**src/rtl/alu_pkg.sv**
```systemverilog
// ALU shared definitions
// widths, operation and width codes, flag and request structs, shifter states
`default_nettype none

package alu_pkg;

    localparam int DATA_W = 32;

    typedef logic [DATA_W-1:0] data_t;
    typedef logic [2:0]        alu_width_t;  // one-hot, zero when idle
    typedef logic [6:0]        alu_sel_t;
    typedef logic [4:0]        shift_cnt_t;  // steps left, 16 fits

    localparam alu_width_t W_NONE = 3'd0;
    localparam alu_width_t W_BYTE = 3'd1;
    localparam alu_width_t W_WORD = 3'd2;
    localparam alu_width_t W_LONG = 3'd4;

    localparam alu_sel_t ALU_MOVE = 7'd0;
    localparam alu_sel_t ALU_ADD  = 7'd1;
    localparam alu_sel_t ALU_ADC  = 7'd2;
    localparam alu_sel_t ALU_SUB  = 7'd3;
    localparam alu_sel_t ALU_SBC  = 7'd4;
    localparam alu_sel_t ALU_CP   = 7'd5;
    localparam alu_sel_t ALU_AND  = 7'd6;
    localparam alu_sel_t ALU_OR   = 7'd7;
    localparam alu_sel_t ALU_XOR  = 7'd8;
    localparam alu_sel_t ALU_CPL  = 7'd9;
    localparam alu_sel_t ALU_SCF  = 7'd10;
    localparam alu_sel_t ALU_RCF  = 7'd11;
    localparam alu_sel_t ALU_CCF  = 7'd12;
    localparam alu_sel_t ALU_RLC  = 7'd13;
    localparam alu_sel_t ALU_RRC  = 7'd14;
    localparam alu_sel_t ALU_RL   = 7'd15;
    localparam alu_sel_t ALU_RR   = 7'd16;
    localparam alu_sel_t ALU_SLA  = 7'd17;
    localparam alu_sel_t ALU_SRA  = 7'd18;
    localparam alu_sel_t ALU_SLL  = 7'd19;
    localparam alu_sel_t ALU_SRL  = 7'd20;

    typedef struct packed {
        logic s;
        logic z;
        logic h;
        logic v;  // overflow or parity
        logic n;
        logic c;
    } alu_flags_t;

    typedef struct packed {
        alu_sel_t   sel;
        alu_width_t w;
        data_t      op0;      // destination
        data_t      op1;      // source
        data_t      imm;      // alternative source
        logic       sel_imm;
    } alu_req_t;

    typedef enum logic {
        SH_IDLE,
        SH_RUN
    } shift_state_t;

    function automatic logic [4:0] w_top(alu_width_t w);
        case (w)
            W_BYTE:  return 5'd7;
            W_WORD:  return 5'd15;
            W_LONG:  return 5'd31;
            default: return 5'd31;
        endcase
    endfunction

    function automatic logic w_msb(data_t x, alu_width_t w);
        return x[w_top(w)];
    endfunction

    function automatic logic w_zero(data_t x, alu_width_t w);
        case (w)
            W_BYTE:  return x[7:0] == 8'd0;
            W_WORD:  return x[15:0] == 16'd0;
            default: return x == '0;
        endcase
    endfunction

    // even parity, low byte or low halfword
    function automatic logic even_par(data_t x, alu_width_t w);
        return (w == W_BYTE) ? ~^x[7:0] : ~^x[15:0];
    endfunction

    function automatic data_t alu_src(alu_req_t req);
        return req.sel_imm ? req.imm : req.op1;
    endfunction

    function automatic logic is_shift(alu_sel_t sel);
        return sel inside {ALU_RLC, ALU_RRC, ALU_RL, ALU_RR,
                           ALU_SLA, ALU_SRA, ALU_SLL, ALU_SRL};
    endfunction

endpackage

`default_nettype wire

```
**src/rtl/alu_adder.sv**
```systemverilog
// ALU adder/subtractor
// nibble-chained add and subtract with half-carry, width carry and overflow
`default_nettype none
`timescale 1ns/100ps

module alu_adder (
    input  alu_pkg::alu_req_t   req,
    input  logic                carry,
    output alu_pkg::data_t      sum,
    output alu_pkg::alu_flags_t nx_flags
);
    import alu_pkg::*;

    data_t       src;
    logic        is_sub, cin;
    logic        h, c0, c1, c2;
    logic [32:0] ext_a, ext_b, ext_r;

    function automatic logic [32:0] sext(data_t x, alu_width_t w);
        case (w)
            W_BYTE:  return {{25{x[7]}}, x[7:0]};
            W_WORD:  return {{17{x[15]}}, x[15:0]};
            default: return {x[31], x};
        endcase
    endfunction

    always_comb begin
        src    = alu_src(req);
        is_sub = req.sel inside {ALU_SUB, ALU_SBC, ALU_CP};
        cin    = carry && (req.sel == ALU_ADC || req.sel == ALU_SBC);
        ext_a  = sext(req.op0, req.w);
        ext_b  = sext(src, req.w);
        if (is_sub) begin  // borrows ripple up the chain
            {h,  sum[3:0]}   = {1'b0, req.op0[3:0]}   - {1'b0, src[3:0]}   - {4'd0, cin};
            {c0, sum[7:4]}   = {1'b0, req.op0[7:4]}   - {1'b0, src[7:4]}   - {4'd0, h};
            {c1, sum[15:8]}  = {1'b0, req.op0[15:8]}  - {1'b0, src[15:8]}  - {8'd0, c0};
            {c2, sum[31:16]} = {1'b0, req.op0[31:16]} - {1'b0, src[31:16]} - {16'd0, c1};
            ext_r = ext_a - ext_b - {32'd0, cin};
        end else begin
            {h,  sum[3:0]}   = {1'b0, req.op0[3:0]}   + {1'b0, src[3:0]}   + {4'd0, cin};
            {c0, sum[7:4]}   = {1'b0, req.op0[7:4]}   + {1'b0, src[7:4]}   + {4'd0, h};
            {c1, sum[15:8]}  = {1'b0, req.op0[15:8]}  + {1'b0, src[15:8]}  + {8'd0, c0};
            {c2, sum[31:16]} = {1'b0, req.op0[31:16]} + {1'b0, src[31:16]} + {16'd0, c1};
            ext_r = ext_a + ext_b + {32'd0, cin};
        end

        nx_flags.s = w_msb(sum, req.w);
        nx_flags.z = w_zero(sum, req.w);
        nx_flags.h = h;
        nx_flags.v = ext_r[32] ^ w_msb(sum, req.w);  // true sign vs truncated sign
        nx_flags.n = is_sub;
        case (req.w)
            W_BYTE:  nx_flags.c = c0;
            W_WORD:  nx_flags.c = c1;
            default: nx_flags.c = c2;
        endcase
    end

endmodule

`default_nettype wire

```
**src/rtl/alu_flags.sv**
```systemverilog
// ALU output stage
// result mux, shift flags, result and flag registers, write-enable
`default_nettype none
`timescale 1ns/100ps

module alu_flags (
    input  logic                clk,
    input  logic                rst,
    input  alu_pkg::alu_req_t   req,
    input  alu_pkg::data_t      add_rslt,
    input  alu_pkg::data_t      logic_rslt,
    input  alu_pkg::data_t      sh_work,
    input  alu_pkg::alu_flags_t add_flags,
    input  alu_pkg::alu_flags_t logic_flags,
    input  logic                sh_cout,
    input  logic                sh_done,
    input  logic                sh_busy,
    output alu_pkg::alu_flags_t cur,
    output alu_pkg::data_t      dout,
    output logic [7:0]          flags,
    output alu_pkg::alu_width_t alu_we
);
    import alu_pkg::*;

    alu_flags_t flag_q, nx_flags;
    alu_width_t hold_w, op_w;
    data_t      nx_rslt;
    logic       accept, upd, wr_data;

    assign accept = req.w != W_NONE && !sh_busy;
    assign upd    = sh_done || (accept && !is_shift(req.sel));  // long shifts wait
    assign op_w   = sh_busy ? hold_w : req.w;

    always_comb begin
        if (sh_done) begin
            nx_rslt    = sh_work;
            nx_flags.s = w_msb(sh_work, op_w);
            nx_flags.z = w_zero(sh_work, op_w);
            nx_flags.h = 1'b0;
            nx_flags.v = even_par(sh_work, op_w);
            nx_flags.n = 1'b0;
            nx_flags.c = sh_cout;
            wr_data    = 1'b1;
        end else if (req.sel inside {ALU_ADD, ALU_ADC, ALU_SUB, ALU_SBC, ALU_CP}) begin
            nx_rslt  = add_rslt;
            nx_flags = add_flags;
            wr_data  = req.sel != ALU_CP;
        end else begin
            nx_rslt  = logic_rslt;
            nx_flags = logic_flags;
            wr_data  = !(req.sel inside {ALU_SCF, ALU_RCF, ALU_CCF});  // flags only
        end
    end

    always_ff @(posedge clk or posedge rst) begin
        if (rst) begin
            dout   <= '0;
            flag_q <= '0;
            alu_we <= W_NONE;
            hold_w <= W_NONE;
        end else begin
            alu_we <= W_NONE;  // one cycle pulse
            if (accept) hold_w <= req.w;
            if (upd) begin
                flag_q <= nx_flags;
                if (wr_data) begin
                    dout   <= nx_rslt;
                    alu_we <= op_w;
                end
            end
        end
    end

    assign cur   = flag_q;
    assign flags = {flag_q.s, flag_q.z, 1'b0, flag_q.h, 1'b0, flag_q.v, flag_q.n, flag_q.c};

endmodule

`default_nettype wire

```
**src/rtl/alu_logic.sv**
```systemverilog
// ALU logic unit: bitwise ops, complement, move and carry-flag instructions
`default_nettype none
`timescale 1ns/100ps

module alu_logic (
    input  alu_pkg::alu_req_t   req,
    input  alu_pkg::alu_flags_t cur,
    output alu_pkg::data_t      rslt,
    output alu_pkg::alu_flags_t nx_flags
);
    import alu_pkg::*;

    data_t src;

    always_comb begin
        src      = alu_src(req);
        rslt     = req.op0;
        nx_flags = cur;  // move keeps flags
        case (req.sel)
            ALU_MOVE: rslt = src;
            ALU_AND:  rslt = req.op0 & src;
            ALU_OR:   rslt = req.op0 | src;
            ALU_XOR:  rslt = req.op0 ^ src;
            ALU_CPL: begin
                rslt       = ~src;
                nx_flags.h = 1'b1;
                nx_flags.n = 1'b1;
            end
            ALU_SCF: begin
                nx_flags.c = 1'b1;
                nx_flags.n = 1'b0;
                nx_flags.h = 1'b0;
            end
            ALU_RCF: begin
                nx_flags.c = 1'b0;
                nx_flags.n = 1'b0;
                nx_flags.h = 1'b0;
            end
            ALU_CCF: begin
                nx_flags.c = ~cur.c;
                nx_flags.n = 1'b0;
            end
            default: ;
        endcase

        if (req.sel inside {ALU_AND, ALU_OR, ALU_XOR}) begin
            nx_flags.s = w_msb(rslt, req.w);
            nx_flags.z = w_zero(rslt, req.w);
            nx_flags.h = req.sel == ALU_AND;
            nx_flags.v = even_par(rslt, req.w);
            nx_flags.n = 1'b0;
            nx_flags.c = 1'b0;
        end
    end

endmodule

`default_nettype wire

```
**src/rtl/alu_shifter.sv**
```systemverilog
// ALU rotate/shift engine
// one bit per cycle within the width, count 1 to 16
`default_nettype none
`timescale 1ns/100ps

module alu_shifter (
    input  logic              clk,
    input  logic              rst,
    input  alu_pkg::alu_req_t req,
    input  logic              carry,
    output alu_pkg::data_t    work,
    output logic              cout,
    output logic              done,
    output logic              busy
);
    import alu_pkg::*;

    shift_state_t state;
    data_t        work_q, src, x;
    logic         cy_q, cin, fill, left, idle, start, step;
    shift_cnt_t   cnt_q, remain;
    alu_sel_t     sel_q, sel;
    alu_width_t   w_q, w;
    logic [4:0]   msb;

    assign src    = alu_src(req);
    assign idle   = state == SH_IDLE;
    assign start  = idle && req.w != W_NONE && is_shift(req.sel);
    assign step   = start || state == SH_RUN;
    assign sel    = idle ? req.sel : sel_q;  // req ignored while running
    assign w      = idle ? req.w : w_q;
    assign x      = idle ? req.op0 : work_q;
    assign cin    = idle ? carry : cy_q;
    assign remain = idle ? {src[3:0] == 4'd0, src[3:0]} : cnt_q;  // 0 means 16
    assign done   = step && remain == 5'd1;
    assign busy   = state == SH_RUN;

    // one step, value goes out before the edge that stores it
    always_comb begin
        msb  = w_top(w);
        left = sel inside {ALU_RLC, ALU_RL, ALU_SLA, ALU_SLL};
        case (sel)
            ALU_RL, ALU_RR:   fill = cin;
            ALU_RLC, ALU_SRA: fill = x[msb];
            ALU_RRC:          fill = x[0];
            default:          fill = 1'b0;
        endcase
        if (left) begin
            work = {x[30:0], fill};
            cout = x[msb];
        end else begin
            work      = x >> 1;
            work[msb] = fill;
            cout      = x[0];
        end
    end

    always_ff @(posedge clk or posedge rst) begin
        if (rst) begin
            state <= SH_IDLE;
            cnt_q <= '0;
            sel_q <= ALU_MOVE;
            w_q   <= W_NONE;
        end else begin
            if (step) begin
                state <= done ? SH_IDLE : SH_RUN;
                cnt_q <= remain - 5'd1;
            end
            if (start) begin
                sel_q <= req.sel;
                w_q   <= req.w;
            end
        end
    end

    always_ff @(posedge clk) begin
        if (step) begin
            work_q <= work;
            cy_q   <= cout;  // chains through carry on RL/RR
        end
    end

endmodule

`default_nettype wire

```
**src/rtl/alu_top.sv**
```systemverilog
// ALU top level
// request fans out to adder, logic and shifter, one register stage behind them
`default_nettype none
`timescale 1ns/100ps

module alu_top (
    input  logic                clk,
    input  logic                rst,
    input  alu_pkg::alu_req_t   req,
    output alu_pkg::data_t      dout,
    output logic [7:0]          flags,
    output alu_pkg::alu_width_t alu_we,
    output logic                busy
);
    import alu_pkg::*;

    data_t      add_rslt, logic_rslt, sh_work;
    alu_flags_t add_flags, logic_flags, cur;
    logic       sh_cout, sh_done;

    alu_adder u_adder (
        .req      (req),
        .carry    (cur.c),
        .sum      (add_rslt),
        .nx_flags (add_flags)
    );

    alu_logic u_logic (
        .req      (req),
        .cur      (cur),
        .rslt     (logic_rslt),
        .nx_flags (logic_flags)
    );

    alu_shifter u_shifter (
        .clk   (clk),
        .rst   (rst),
        .req   (req),
        .carry (cur.c),
        .work  (sh_work),
        .cout  (sh_cout),
        .done  (sh_done),
        .busy  (busy)
    );

    alu_flags u_flags (
        .clk         (clk),
        .rst         (rst),
        .req         (req),
        .add_rslt    (add_rslt),
        .logic_rslt  (logic_rslt),
        .sh_work     (sh_work),
        .add_flags   (add_flags),
        .logic_flags (logic_flags),
        .sh_cout     (sh_cout),
        .sh_done     (sh_done),
        .sh_busy     (busy),
        .cur         (cur),
        .dout        (dout),
        .flags       (flags),
        .alu_we      (alu_we)
    );

endmodule

`default_nettype wire

```
**config.mk**
```make
export PLATFORM = sky130hd
export DESIGN_NAME = alu_top
export DESIGN_NICKNAME = d
export VERILOG_FILES = /design/src/rtl/alu_pkg.sv /design/src/rtl/alu_adder.sv /design/src/rtl/alu_flags.sv /design/src/rtl/alu_logic.sv /design/src/rtl/alu_shifter.sv /design/src/rtl/alu_top.sv
export SDC_FILE = /design/constraint.sdc
export NUM_CORES = 1
export LEC_CHECK = 0
export ABC_CLOCK_PERIOD_IN_PS = 12500
export BUFFER_PORTS_ARGS = -buffer_cell sky130_fd_sc_hd__buf_2
export CAP_MARGIN = 10
export CORE_MARGIN = 8
export CORE_UTILIZATION = 50
export CTS_BUF_LIST = sky130_fd_sc_hd__clkbuf_8
export CTS_CLUSTER_DIAMETER = 60
export CTS_CLUSTER_SIZE = 25
export DETAILED_ROUTE_END_ITERATION = 12
export PLACE_DENSITY = 0.69
export SYNTH_ARGS = -nofsm -noshare
export SYNTH_HDL_FRONTEND = slang
export SYNTH_HIERARCHICAL = 1
export SYNTH_SLANG_ARGS = --single-unit
```
**constraint.sdc**
```tcl
create_clock -name clk -period 12.5 [get_ports clk]
set_input_delay 2.5 -clock clk [delete_from_list [all_inputs] [get_ports clk]]
set_output_delay 2.5 -clock clk [all_outputs]
set_load 0.01 [all_outputs]
```
# == Word level (Yosys, flattened, before mapping) ==
# Cells that the tools add are included.
# totals
reg_bits,93
latchBits,0
mem_bits_rw,0
romBits,0
in_bits,109
out_inout_bits,44
n_memories,0
# op_classes
addsub,21
n_mul,0
n_div,0
magnitude_cmp,5
n_eq_ne,35
shifts,0
mux,54
bitwise_logic,7
reduce_logical,48
# ops
cell,count
2-to-1 mux 32 bit,6
one-hot mux 32 bit (5 select lines),1
one-hot mux 33 bit (2 select lines),2
zero test 32 bit,3
== test 7 x 4 -> 1 bit (second input constant),11
== test 7 x 5 -> 1 bit (second input constant),9
zero test 16 bit,3
adder 33 x 1 -> 33 bit,1
adder 33 bit,1
2-to-1 mux 33 bit,1
subtractor 33 x 1 -> 33 bit,1
subtractor 33 bit,1
AND 32 bit,1
bitwise mux 32 bit,1
NOT 32 bit,1
bitwise OR 32 bit,1
XNOR reduction 16 bit,2
bitwise XOR 32 bit,1
one-hot mux 5 bit (2 select lines),3
== test 7 x 3 -> 1 bit (second input constant),4
zero test 8 bit,3
< comparator 5 x 6 -> 1 bit (second input constant),4
binary-select mux 1 bit (select 5 bit),4
2-to-1 mux 6 bit,3
other kinds (43),102

# == Longest topological paths before layout ==
# logic_depth
depth_word,13
depth_mapped,43
ltp_nobuf,42

# == Hierarchy ==
# Netlist, hierarchy kept.
# by_module_without_submodules
module,instances,cells_per_inst,area_each_um2
alu_adder,1,854,6279.8
alu_logic,1,520,3634.7
alu_shifter,1,241,3062.9
alu_flags,1,307,3010.4

# == Worst setup path after synthesis ==
# OpenSTA, ideal clock, no wires.
# synth_path
kind,in2reg
from,input req[0] (netlist name)
to,"register u_flags.flag_q, in the netlist u_flags/cur[4]"
arrival_time_ns,10.439
slack_ns,1.994
path_stages,41
path_buffers,2
path_cell_list,clkbuf_1 -> buf_1 -> mux2_2 -> ha_1 -> inv_1 -> ha_1 -> a21o_1 -> xnor2_1 -> fa_1 -> inv_1 -> fa_1 -> nand2_1 -> a21oi_1 -> xnor2_1 -> fa_1 -> fa_1 -> a21boi_0 -> o21a_1 -> (+5 left out) -> fa_1 -> inv_1 -> ha_1 -> nor2_1 -> fa_1 -> nand2_1 -> a31o_2 -> a221oi_1 -> o21ai_0 -> xor2_1 -> nor2_1 -> a21oi_1 -> or4b_1 -> o41ai_2 -> a2111o_1 -> o211ai_1 -> a21oi_1 -> o32a_1
# synth_rtl
element,line_no,source
from (decl),alu_top.sv:9,"input alu_pkg::alu_req_t req,"
to (signal assigned),alu_flags.sv:65,flag_q <= nx_flags;
to (decl),alu_flags.sv:25,"alu_flags_t flag_q, nx_flags;"

==> results.tsv <==
metric	value	unit
Pwr Total	0.002172	W
number of global-route vias before repair	14180	
Syn Area/Cell	8.318	sq um
Pleak	8.080	nW
largest net degree at the start of global routing	77	
final-report hold violation count	0	
synth unique cells	100	
First-pass DRT Iterations	8	
clk buf depth	2	
Syn Inst Count	1922	
slowest stage cell, crit path	fa_1	
Vias/cell	6.168	
layout cell share with drive strength beyond 1	15.93	%
TritonCTS clock tree	built	
overall routing resource usage	25.56	%
setup repair bufs after CTS	0	
top-level I/O count	153	
routability-driven placement congestion ratio	0.9530	
die width	194.8	um
critical path class	input port to flip-flop	
DR WL met3	4.225	mm
initial DRC count	1972	
share of the synthesized area in the top cell type	19.10	%
Final Net Count	2379	
sequential area share after synthesis	15.59	%
max_slew headroom	19.29	%
root buffer selected by CTS	clkbuf_8	
dominant cells by area after synthesis	ha_1 (19%), dfrtp_1 (9.4%), mux2i_1 (6.8%), edfxtp_1 (6.2%), inv_1 (6.0%)	
final setup vio count	0	
crit-path max cell delay	0.51	ns
Die ar.	0.03795	sq mm
most frequent cells after synthesis	inv_1 (256), ha_1 (244), nor2_1 (132), mux2i_1 (109), nand2_1 (105)	
Slew @ Worst Pin	1.209	ns
met2 WL post-DR	22.72	mm
top-count cell post-synth	inv_1	
EDFF count, synth	33	
Crit path required time	12.83	ns
Sum Neg Setup Slack	0	ns
Die Height	194.8	um
Rows	65	
uppermost layer routed	met4	
Port-buffer cells	150	
wl on met1	22.31	mm
Setup Skew	0.01566	ns
ys async rst share	64.52	%
Synth area leader	ha_1	
RSZ-0062 raised after global routing	no	
Hold WC Path Type	flip-flop to flip-flop	
clk slew on worst S/H paths	0.11	ns
startpoint types	input port	
PwrDens	127.2	mW/mm^2
final period utilization	89.20	%
CTS buffer count	9	
CP arrival	11.48	ns
max-cap violation count	0	
grt ovf	0	
drt wl/cell	20.91	um
Core Area	0.03156	sq mm
Ys Warns	6	
status	completed	
max-slew violations	0	
Initial Util	50.67	%
# diodes	0	
Final Util	54.12	%
Tmin final	11.15	ns
main flop type after synthesis	dfrtp_1	
CP dominant cell by count	fa_1	
antenna violations before repair	0	
residual DRC count	0	
Post-Route WL	50.54	mm
Seq cells post-synth	93	
Area Growth Syn to Fin	6.824	%
worst skew pair latency	0.38	ns
CTS H-Tree Depth	3	
antenna-violating nets left	0	
FMAX	89.69	MHz
# clock sinks	93	
maximum vdd drop	0.09203	mV
half-perimeter wire length after placement	40.27	mm
CP Capture Type	flip-flop	
Post-Synthesis Cell Area	0.01599	sq mm
Resized cells post-CTS	0	
CP max FO	13	
hold buffers post-CTS	0	
first-pass GRT wire length	78.40	mm
DR vias	14910	
metal layers:
| layer | GRT usage, % | up-vias |
|---|---|---|
| met5 | 0 | - |
| met4 | 7.383 | 0 |
| met3 | 3.006 | 88 |
| met2 | 41.29 | 717 |
| met1 | 35.44 | 7061 |
| li1 | - | 7043 |
worst paths after layout:
check / startpoint / end / slack, ns / cells after the start
max reg2reg: u_flags/cur[0]$_DFFE_PP0P_ / u_flags/cur[4]$_DFFE_PP0P_ / 3.33 / 41
min: u_shifter/cnt_q[4]$_DFFE_PP0P_ / u_shifter/cnt_q[4]$_DFFE_PP0P_ / 0.50 / 2
max in group asynchronous: rst / u_shifter/busy$_DFFE_PP0P_ / 9.74 / 2
max: req[104] / u_flags/cur[4]$_DFFE_PP0P_ / 1.35 / 43
min reg2reg: u_shifter/cnt_q[4]$_DFFE_PP0P_ / u_shifter/cnt_q[4]$_DFFE_PP0P_ / 0.50 / 2
min in group asynchronous: rst / u_shifter/w_q[1]$_DFFE_PP0P_ / 2.24 / 2
metrics by stage:
stage / area, sq um / hold slack (ns) / cells / setup WS, ns
floorplan: 15990 / 0.4496 / 1923 / 1.994
global placement: 16890 / 0.4641 / 2401 / 1.305
detailed placement: 16890 / 0.4715 / 2401 / 1.085
CTS: 17080 / 0.5009 / 2417 / 1.457
global route: 17080 / 0.5224 / 2417 / 0.8171
finish: 17080 / 0.4978 / 2417 / 1.351
placed cells by master (no fill, tap or decap), types with 19 or more instances in the layout:
cell	instances
a211oi_1	21
a21o_1	54
a21oi_1	101
a221oi_1	23
a22oi_1	20
buf_2	149
dfrtp_1	59
edfxtp_1	33
ha_1	244
inv_1	255
mux2_2	79
mux2i_1	109
mux4_2	19
nand2_1	105
nand2b_1	27
nand3_1	25
nor2_1	131
nor2b_1	20
nor3_1	27
o21ai_0	83
o21ai_1	39
xnor2_1	43
sequential cells by signal, indices dropped and copies added (netlist names):
name              cells
u_flags/alu_we        3
u_flags/cur           6
u_flags/dout         32
u_flags/hold_w        3
u_shifter/busy        1
u_shifter/cnt_q       5
u_shifter/cy_q        1
u_shifter/sel_q       7
u_shifter/w_q         3
u_shifter/work_q     32
final cells by class:
class | instances | area, sq um
fill | 2969 | 14480
sequential | 93 | 2496
clock inverter | 7 | 68.82
inverter | 257 | 964.7
timing repair buffer | 167 | 880.8
clock buffer | 9 | 123.9
tap | 402 | 503.0
multi-input combinational | 1482 | 12040
logic make-up (layout without fill, tap and decap cells):
logic type      count (synthesis)  count (layout)  synth area share, %
fa+ha+maj                     260             260                21.10
flops                          93              93                15.59
mux                           210             210                15.28
other cells                     1               2              0.02346
compound gates                504             504                21.22
xor+xnor                       60              60                3.287
simple gates                  446             446                14.29
buf+inv                       348             440                9.219
report_power, final:
group / total, W / internal, W / switching (W)
combinational: 0.00137 / 0.000600 / 0.000771
clock: 0.000203 / 0.0000775 / 0.000125
sequential: 0.000598 / 0.000488 / 0.000110
worst max-delay path, delay by kind of cell:
family | cells | cell delay [ns]
adder cells (fa/ha/maj) | 9 | 2.93
buffers and inverters | 5 | 0.51
AO/OA/AOI/OAI | 15 | 2.80
XOR/XNOR | 4 | 0.61
AND/OR/NAND/NOR | 10 | 2.13
Power figures use the tool's default switching activity.
